### src/source/core_settings.svh
// Loopback core settings

`ifndef CORE_SETTINGS_SVH
`define CORE_SETTINGS_SVH

// Stream word width in bits, one 64-bit word per beat
`define CORE_DATA_W 64

// One byte enable per data byte
`define CORE_KEEP_W (`CORE_DATA_W / 8)

// Frame FIFO depth in beats
// Must be a power of two
`define CORE_FIFO_DEPTH 2048

// Heartbeat reload value
// About 0.5 s per half period at 125 MHz
`define CORE_HB_COUNT 62500000

`endif
### src/source/heartbeat_led.sv
// Heartbeat LED blinker

`resetall
`timescale 1ns/100ps
`default_nettype none

`include "core_settings.svh"

module heartbeat_led #(
    // Reload value, the LED toggles every HB_COUNT+1 cycles
    parameter int HB_COUNT = `CORE_HB_COUNT
) (
    input  wire logic clk_125mhz,
    input  wire logic rst_125mhz,

    // Active low heartbeat LED
    output wire logic led_hb
);

localparam int CNT_W = $clog2(HB_COUNT + 1);

logic [CNT_W-1:0] hb_cnt;
logic             hb_bit;

// LED is lit while the bit is high
assign led_hb = !hb_bit;

always_ff @(posedge clk_125mhz) begin
    if (hb_cnt == '0) begin
        hb_cnt <= CNT_W'(HB_COUNT);
        hb_bit <= !hb_bit;
    end else begin
        hb_cnt <= hb_cnt - 1'b1;
    end

    // Zero count makes the first toggle come right after reset
    if (rst_125mhz) begin
        hb_cnt <= '0;
        hb_bit <= 1'b0;
    end
end

endmodule

`resetall

### config.mk
export PLATFORM = sky130hd
export DESIGN_NAME = heartbeat_led
export DESIGN_NICKNAME = d
export VERILOG_FILES = /design/src/source/heartbeat_led.sv
export VERILOG_INCLUDE_DIRS = /design/src /design/src/source
export SDC_FILE = /design/constraint.sdc
export NUM_CORES = 1
export LEC_CHECK = 0
export ABC_AREA = 1
export ABC_CLOCK_PERIOD_IN_PS = 1800
export BUFFER_PORTS_ARGS = -buffer_cell sky130_fd_sc_hd__buf_4
export CORE_MARGIN = 3
export CORE_UTILIZATION = 60
export CTS_CLUSTER_DIAMETER = 50
export DETAILED_ROUTE_END_ITERATION = 10
export PLACE_DENSITY = 0.77
export SLEW_MARGIN = 20
export SYNTH_ARGS = -nofsm -noshare
export SYNTH_HDL_FRONTEND = slang
export SYNTH_SLANG_ARGS = --single-unit
### constraint.sdc
create_clock -name clk_125mhz -period 1.8 [get_ports clk_125mhz]
set_clock_uncertainty 0.1 [all_clocks]
set_input_delay 0.36 -clock clk_125mhz [delete_from_list [all_inputs] [get_ports clk_125mhz]]
set_output_delay 0.36 -clock clk_125mhz [all_outputs]
set_load 0.05 [all_outputs]
==> results of run 1 <==
sequential cells by signal (all words and copies together), names as in the netlist:
register,flops
hb_cnt,26
hb_bit,1
cells in the final DEF (no fill, tap or decap), types with 2 or more instances in the layout:
cell,n
nor2_4,6
nand2_1,41
buf_4,3
clkbuf_4,3
dfxtp_1,27
nand3b_1,3
a31oi_1,2
a31oi_2,3
o21ai_0,3
nand3_2,4
inv_1,24
nand4_1,8
ha_1,2
xnor2_1,6
nand2_2,7
nor2_1,36
nand3_1,17
a21oi_1,7
nor2_2,13
cell type report:
cell class	count	area, um2
Multi-Input combinational cell	167	955
Tap cell	30	37.5
Clock buffer	4	26.3
Sequential cell	27	541
Fill cell	217	843
Inverter	26	97.6
Timing Repair Buffer	3	22.5
metal layers:
metal / GRT usage [%] / vias up / wire (um)
met4: 9.93 / 0 / 65
met1: 30.8 / 611 / 1610
met3: 2.00 / 5 / 134
li1: - / 719 / -
met2: 34.5 / 33 / 1490
met5: 0 / - / 0
worst min path at each step:
stage / from / to / slack, ps / depth (start not counted)
global route: rst_125mhz / hb_cnt[7] / 140 / 2
global placement: hb_cnt[0] / hb_cnt[0] / 300 / 1
detailed placement: hb_cnt[0] / hb_cnt[0] / 310 / 1
floorplan: hb_cnt[0] / hb_cnt[0] / 290 / 1
finish: rst_125mhz / hb_cnt[7] / 160 / 2
CTS: rst_125mhz / hb_cnt[7] / 150 / 2
synthesized netlist by cell type:
| cell type | n | area [um2] |
|---|---|---|
| nor2_1 | 36 | 135 |
| or2_2 | 1 | 6.26 |
| a31oi_1 | 2 | 12.5 |
| a21oi_1 | 7 | 35.0 |
| nor2_4 | 6 | 67.6 |
| a31oi_2 | 3 | 37.5 |
| ha_1 | 2 | 25.0 |
| nand3b_1 | 3 | 22.5 |
| inv_2 | 1 | 3.75 |
| nand3_2 | 4 | 40.0 |
| nand4_1 | 8 | 50.1 |
| nand3_1 | 17 | 85.1 |
| xnor2_1 | 6 | 52.6 |
| buf_4 | 1 | 7.51 |
| xor2_1 | 1 | 8.76 |
| buf_6 | 1 | 11.3 |
| or2_0 | 1 | 6.26 |
| clkbuf_2 | 1 | 5.00 |
| nor2_2 | 13 | 81.3 |
| nand4_2 | 1 | 12.5 |
| nor2_8 | 1 | 20.0 |
| inv_1 | 24 | 90.1 |
| nand2_2 | 7 | 43.8 |
| o21ai_0 | 3 | 15.0 |
| nand3_4 | 1 | 17.5 |
| and2_1 | 1 | 6.26 |
| dfxtp_1 | 27 | 541 |
| nand2_1 | 41 | 154 |
| nand2_4 | 1 | 11.3 |
| a21oi_2 | 1 | 8.76 |
| clkinv_1 | 1 | 3.75 |
metrics by stage:
stage          std cells  hold WS, ps  cell area, um2
3_5_place_dp         253          306            1650
3_3_place_gp         253          300            1650
4_1_cts              257          148            1680
2_1_floorplan        223          293            1620
6_report             257          161            1680
5_1_grt              257          144            1680
worst max-delay path, cell delays in order, from the launching register on:
cell,delay (ps)
dfxtp_1,330
inv_1,140
ha_1,210
nand4_2,130
nor2_4,130
nand3_4,90
buf_4,210
nand3_2,90
nand2_1,50
inv_1,50
cell families after synthesis:
logic type               count (synthesis)
adder cells (fa/ha/maj)                  2
flip-flops                              27
buffers and inverters                   29
AND/OR/NAND/NOR                        142
AO/OA/AOI/OAI                           16
XOR/XNOR                                 7
==> out/results.ini, run 1 <==
[run_status]
status=finished, final reports clean

[floorplan]
die_h_um=57.9
ios=3
start_util_pct=64.1
die_w_um=57.9
core_um2=2520
std_cell_rows=18
dieArea_um2=3350

[worst_setup_path]
rrSetupSlack_ps=220
path_class=register to register
timing.rr.end=hb_cnt[24]
crit_required_ps=1990
timing.rr.start=hb_cnt[0]
cp-start-kind=register
critPathLaunch=hb_cnt[0]
worstRegToRegCells=9
path_max_fanout=10
worst_ep_arrival_time_ps=1770
cp-end-kind=register
cp-endpoint=hb_cnt[24]

[placement]
pre_cts_ws_ps=234
gp_routability_congestion=0.911
dp_hpwl_um=2590
port_buffers=2

[cells_and_area]
area_delta_synth_final_pct=3.87
fin_nets=232
diodes=0
drive_gt1_share_pct=20.3
fin_util_pct=66.6

[synthesis]
synth-compound-area-share_pct=6.73
synth_seq_cells=27
synth_top_family_by_area=simple AND/OR/NAND/NOR gates
synth_area_um2=1620
synth_warnings=0
avgSynthCellArea_um2=7.25
syn_inst=223
synth-simple-area-share_pct=47.0
synth-xor-area-share_pct=3.79
synth_adder_area_share_pct=1.55
ys_seq_area_share_pct=33.4
ys_types=31
synth_nets=227
synth.area.mux_share_pct=0

[grt]
grtUsageTotal_pct=22.0
grt_pass1_vias=1262
antenna_found_initial=0
gr-total-overflow=0
grt_max_degree=15
grt_pass1_wl_um=5650

[sta]
worst_pin_slew_ps=345
fmax_mhz=634
fin_crit_sh_pct=87.6
finalSetupViolCount=0
rsz0062_at_grt=false
min_period_ps=1580
final-hold-violation-count=0
report.final.slew_viol_count=0
timing.slew.headroom_pct=76.9
setup_slack_ps=222
fin_tns_setup_ps=0

[cts]
clock_latency_ps=330
clockRootBuffer=clkbuf_4
htreeDepth=1
cts.path.max_buffers=2
clock-sinks=27
cts_resized=0
hold_buffers=0
clk_pin_slew_ps=140
postCtsSetupBuffers=0
cts_made_buffers=3
cts_tree=built

[drt]
drt_iter0_drc=67
num_vias=1368
drt-wirelength-per-cell_um=12.8
dr.pass1.iters=4
drc_errors=0
routed_wl_um=3300
via_per_inst=5.32
antenna_left=0

[worst_hold_path]
hp-class=input pin to register

[run]
max_cap_viol_count=0

Power of run 1 is left out: the tool's default activity adds up to more than one toggle a clock period on the data nets, which glitch-free logic cannot reach.
==> run 2: changes to the inputs <==
Settings changed: ABC_CLOCK_PERIOD_IN_PS 1800 to 1500, BUFFER_PORTS_ARGS -buffer_cell sky130_fd_sc_hd__buf_4 to default, DONT_BUFFER_PORTS from default to 1, PLACE_DENSITY 0.77 to 0.76, RECOVER_POWER from default to 50.
Clock period 1.8 ns to 1.5 ns, I/O delays scaled along.
==> run 2 against run 1 <==
First-iteration DRC count up 72%. Via count grew 10%. Routed wire length up 16%. Sequential cell count did not move. Register-to-register slack worse by 220 ps. Non-clock buffer count increased by 9. Critical path type unchanged. Design area is 11% higher. Die area stayed put. Global-route usage is 2.6 points higher. Maximum frequency up 5.2%. Final cell count is 3.5% higher.
==> out/results.ini, run 2 (synthesized netlist as in run 1, its figures left out) <==
[run_status]
status=finished, final reports clean

[drt]
num_vias=1509  ; +10%
routed_wl_um=3830  ; +16%
via_per_inst=5.67  ; +6.6%
antenna_left=0  ; unchanged
drt_iter0_drc=115  ; +72%
dr.pass1.iters=4  ; unchanged
drc_errors=0  ; unchanged
drt-wirelength-per-cell_um=14.4  ; +12%

[cells_and_area]
fin_cells=266  ; +3.5%
num-fill-cells=206  ; -5.1%
final_cell_mix=nand2_1, nor2_1, inv_1
area_delta_synth_final_pct=15.3
fin_nets=241  ; +3.9%
largest_reg_flops=26  ; unchanged
diodes=0  ; unchanged
drive_gt1_share_pct=32.2  ; +12 points
top_register=hb_cnt
layout.cells.most_common=nand2_1
fin_util_pct=73.9  ; +7.3 points
reg.largest.list=hb_cnt (26), hb_bit (1)

[cts]
clock-sinks=27  ; unchanged
clockRootBuffer=clkbuf_4
htreeDepth=1  ; unchanged
cts_made_buffers=3  ; unchanged
clk_pin_slew_ps=150  ; about the same
clock_latency_ps=330  ; about the same
cts.path.max_buffers=2  ; unchanged
cts_tree=built

[sta]
finalSetupViolCount=0  ; unchanged
min_period_ps=1500  ; -78.6 ps
final-hold-violation-count=0  ; unchanged
fin_tns_setup_ps=0  ; unchanged
rsz0062_at_grt=true
fmax_mhz=667  ; +5.2%
timing.slew.headroom_pct=70.8  ; -6.0 points
holdWs_ps=147  ; -14.4 ps
fin_crit_sh_pct=99.9  ; +12 points
report.final.slew_viol_count=0  ; unchanged
worst_pin_slew_ps=437  ; +91.4 ps

[grt]
grtUsageTotal_pct=24.6  ; +2.6 points
grt_max_degree=15  ; unchanged
grt_pass1_vias=1401  ; +11%
gr-total-overflow=0  ; unchanged
antenna_found_initial=0  ; unchanged
grt_pass1_wl_um=6340  ; +12%

[floorplan]
die_h_um=57.9  ; unchanged
std_cell_rows=18  ; unchanged
ios=3  ; unchanged
core_um2=2520  ; unchanged
die_w_um=57.9  ; unchanged
dieArea_um2=3350  ; unchanged
start_util_pct=64.1  ; unchanged

[placement]
gp_routability_congestion=0.939  ; +3.1%
port_buffers=0  ; -2
dp_hpwl_um=2840  ; +9.6%
dp_cells=255  ; +0.79%

[worst_setup_path]
rrSetupSlack_ps=0.9  ; -220 ps
cpPeakStageDelay_ps=390  ; +60 ps
worstPathCellList=nor2_4 -> nand2_4 -> nor2_8 -> buf_4 -> nand3_1 -> nand2_1 -> nand3_2 -> nand2_1 -> inv_1
path_class=register to register
cp_slowest_cell=dfxtp_4
worst_ep_arrival_time_ps=1650  ; -120 ps
cp-start-kind=register
crit_required_ps=1650  ; -340 ps
crit_path_frequent_cell=nand2_1
cp-end-kind=register
path_max_fanout=5  ; -5

[worst_hold_path]
hp-class=input pin to register

[run]
max_cap_viol_count=0  ; unchanged

-- run 2: changes by cell type in the layout (fill, tap and decap cells not counted), sizes merged --
cell | before | now
buf | 3 | 11
dlygate4sd3 | 0 | 1
-- run 2: repair_timing --
| action | 4_1_cts | 5_1_grt |
|---|---|---|
| gates resized for setup | 4 | 33 |
| setup buffers | 0 | 6 |
| hold endpoints to repair | 7 | 0 |
| endpoints found under the setup margin | 7 | 27 |
| pin swaps | 0 | 12 |
| hold buffers | 1 | 0 |
-- run 2: final timing paths --
check                           startpoint          to  cells past startpoint
worst max register to register   hb_cnt[9]  hb_cnt[24]                      9
worst min register to register   hb_cnt[0]   hb_cnt[0]                      1
worst max-delay path             hb_cnt[9]  hb_cnt[24]                      9
worst min-delay path            rst_125mhz  hb_cnt[25]                      3
-- run 2: through the flow --
stage          setup slack (ps)  area, um2
3_5_place_dp              -7.83       1670
5_1_grt                   -64.5       1860
6_report                  0.906       1860
4_1_cts                   0.991       1720
3_3_place_gp               56.4       1670
2_1_floorplan              98.8       1620
-- run 2: layout make-up --
cell class	count	area, um2	share of cell area, %
Tap cell	30	37.5	2.01
Timing Repair Buffer	12	100	5.37
Sequential cell	27	553	29.7
Multi-Input combinational cell	167	1040	56.0
Clock buffer	4	26.3	1.41
Inverter	26	103	5.50
-- run 2: metal layers --
| layer | vias up | part of all wire [%] | global-route usage, % |
|---|---|---|---|
| met5 | - | 0 | 0 |
| met4 | 0 | 2.8 | 9.27 |
| met3 | 11 | 5.6 | 2.23 |
| met2 | 59 | 48 | 40.3 |
| met1 | 696 | 43 | 33.6 |
| li1 | 743 | - | - |
-- run 2: critical path: cells and delay by family (launching register included) --
kind	cells	cell delay, ps
buffers and inverters	2	180
flip-flops	1	390
AND/OR/NAND/NOR	7	750
Power of run 2 is left out for the same reason.
==> run 3: changes to the inputs <==
Settings changed: PLACE_DENSITY 0.76 to 0.84, RECOVER_POWER 50 to 100.
==> run 3 against run 2 <==
The run now ends with negative hold slack left. Sequential share of layout area up 0.66 points. Routed wire length shrank 11%. Register-to-register slack better by 70 ps. Design area is 4.0% lower. Critical path type unchanged. First-iteration DRC count shrank 60%. Worst setup slack improved by 66 ps. Global-route usage fell by 2.6 points. Critical path depth is the same. Critical endpoint is now hb_cnt[23].
==> out/results.ini, run 3 (synthesized netlist as in run 1, its figures left out) <==
[worst_setup_path]
path_class=register to register
rrSetupSlack_ps=70  ; +70 ps
path_max_fanout=7  ; +2
cp-start-kind=register
crit_required_ps=1680  ; +30 ps
timing.rr.start=hb_cnt[1]
worst_ep_arrival_time_ps=1610  ; -40 ps
cp-end-kind=register
timing.rr.end=hb_cnt[23]
worstRegToRegCells=9  ; unchanged

[cells_and_area]
layout.cells.most_common=nand2_1
fin_nets=236  ; -2.1%
area_delta_synth_final_pct=10.8
final_cell_mix=nand2_1, nor2_1, dfxtp_1
fin_cells=261  ; -1.9%
largest_reg_flops=26  ; unchanged
top_register=hb_cnt
reg.largest.list=hb_cnt (26), hb_bit (1)
fin_util_pct=71.0  ; -2.9 points
diodes=0  ; unchanged
drive_gt1_share_pct=26.4  ; -5.8 points

[cts]
htreeDepth=1  ; unchanged
clock_latency_ps=320  ; about the same
clk_pin_slew_ps=150  ; about the same
clock-sinks=27  ; unchanged
cts.path.max_buffers=2  ; unchanged
postCtsSetupBuffers=0  ; unchanged
cts_tree=built
cts_made_buffers=3  ; unchanged
clockRootBuffer=clkbuf_4

[sta]
report.final.slew_viol_count=0  ; unchanged
finalSetupViolCount=0  ; unchanged
holdWs_ps=-87.9  ; -235 ps
min_period_ps=1430  ; -66.2 ps
fin_tns_setup_ps=0  ; unchanged
fin_crit_sh_pct=95.5  ; -4.4 points
fmax_mhz=698  ; +4.6%
final-hold-violation-count=7  ; +7
timing.slew.headroom_pct=71.0  ; +0.18 points
worst_pin_slew_ps=434  ; -2.77 ps

[floorplan]
dieArea_um2=3350  ; unchanged
core_um2=2520  ; unchanged
die_h_um=57.9  ; unchanged
std_cell_rows=18  ; unchanged
ios=3  ; unchanged
die_w_um=57.9  ; unchanged
start_util_pct=64.1  ; unchanged

[grt]
grt_pass1_vias=1314  ; -6.2%
grt_max_degree=15  ; unchanged
antenna_found_initial=0  ; unchanged
gr-total-overflow=0  ; unchanged
grtUsageTotal_pct=22.0  ; -2.6 points
grt_pass1_wl_um=5780  ; -8.8%

[worst_hold_path]
hold_path_startpoint=rst_125mhz
hp-class=input pin to register
hold-path-cell-count=1  ; -2
hold_path_end=hb_cnt[7]

[drt]
drc_errors=0  ; unchanged
drt_iter0_drc=46  ; -60%
antenna_left=0  ; unchanged
dr.pass1.iters=4  ; unchanged
drt-wirelength-per-cell_um=13.0  ; -9.6%
via_per_inst=5.36  ; -5.4%
num_vias=1400  ; -7.2%
routed_wl_um=3400  ; -11%

[placement]
port_buffers=0  ; unchanged
dp_hpwl_um=2570  ; -9.7%
dp_cells=257  ; +0.78%
gp_routability_congestion=0.885  ; -5.7%

[run]
max_cap_viol_count=0  ; unchanged

[run_status]
status=finished with violations
violations=negative hold slack

[run 3: metal layers]
metal,vias to the layer above,wire length (um),global-route usage (%)
met4,0,32,7.62
met5,-,0,0
li1,725,-,-
met1,650,1690,29.8
met3,4,90,4.90
met2,21,1580,34.7
[run 3: worst max-delay path, cell delays in order (launching register included)]
cell	delay (ps)
dfxtp_1	350
inv_2	100
ha_4	140
nand4_2	110
nor2_4	160
nand3_4	100
buf_6	160
nand3_1	70
nand2_1	50
inv_1	50
[run 3: how the worst max path moves through the flow]
stage / startpoint / to / slack, ps / cells after the start
detailed placement: hb_cnt[1] / hb_cnt[16] / 20 / 8
finish: hb_cnt[1] / hb_cnt[23] / 70 / 9
CTS: hb_cnt[1] / hb_cnt[16] / 20 / 8
floorplan: hb_cnt[0] / hb_cnt[6] / 100 / 8
global route: hb_cnt[4] / hb_cnt[25] / -30 / 9
global placement: hb_cnt[1] / hb_cnt[16] / 50 / 8
[run 3: timing repair]
action,in CTS,in global routing
hold endpoints to repair,7,7
gates resized for setup,0,26
setup endpoints to repair,0,26
[run 3: stage by stage]
stage	cell area, um2	setup slack, ps
5_1_grt	1790	-31.4
6_report	1790	67.1
3_5_place_dp	1680	24.4
4_1_cts	1710	16.2
2_1_floorplan	1620	98.8
3_3_place_gp	1680	53.1
[run 3: layout make-up]
cell class | instances | area (um2)
fillers | 208 | 732
well taps | 30 | 37.5
repair buffers | 7 | 56.3
flip-flops and latches | 27 | 543
multi-input cells | 167 | 1030
inverters | 26 | 100
clock buffers | 4 | 26.3
Power of run 3 is left out for the same reason.
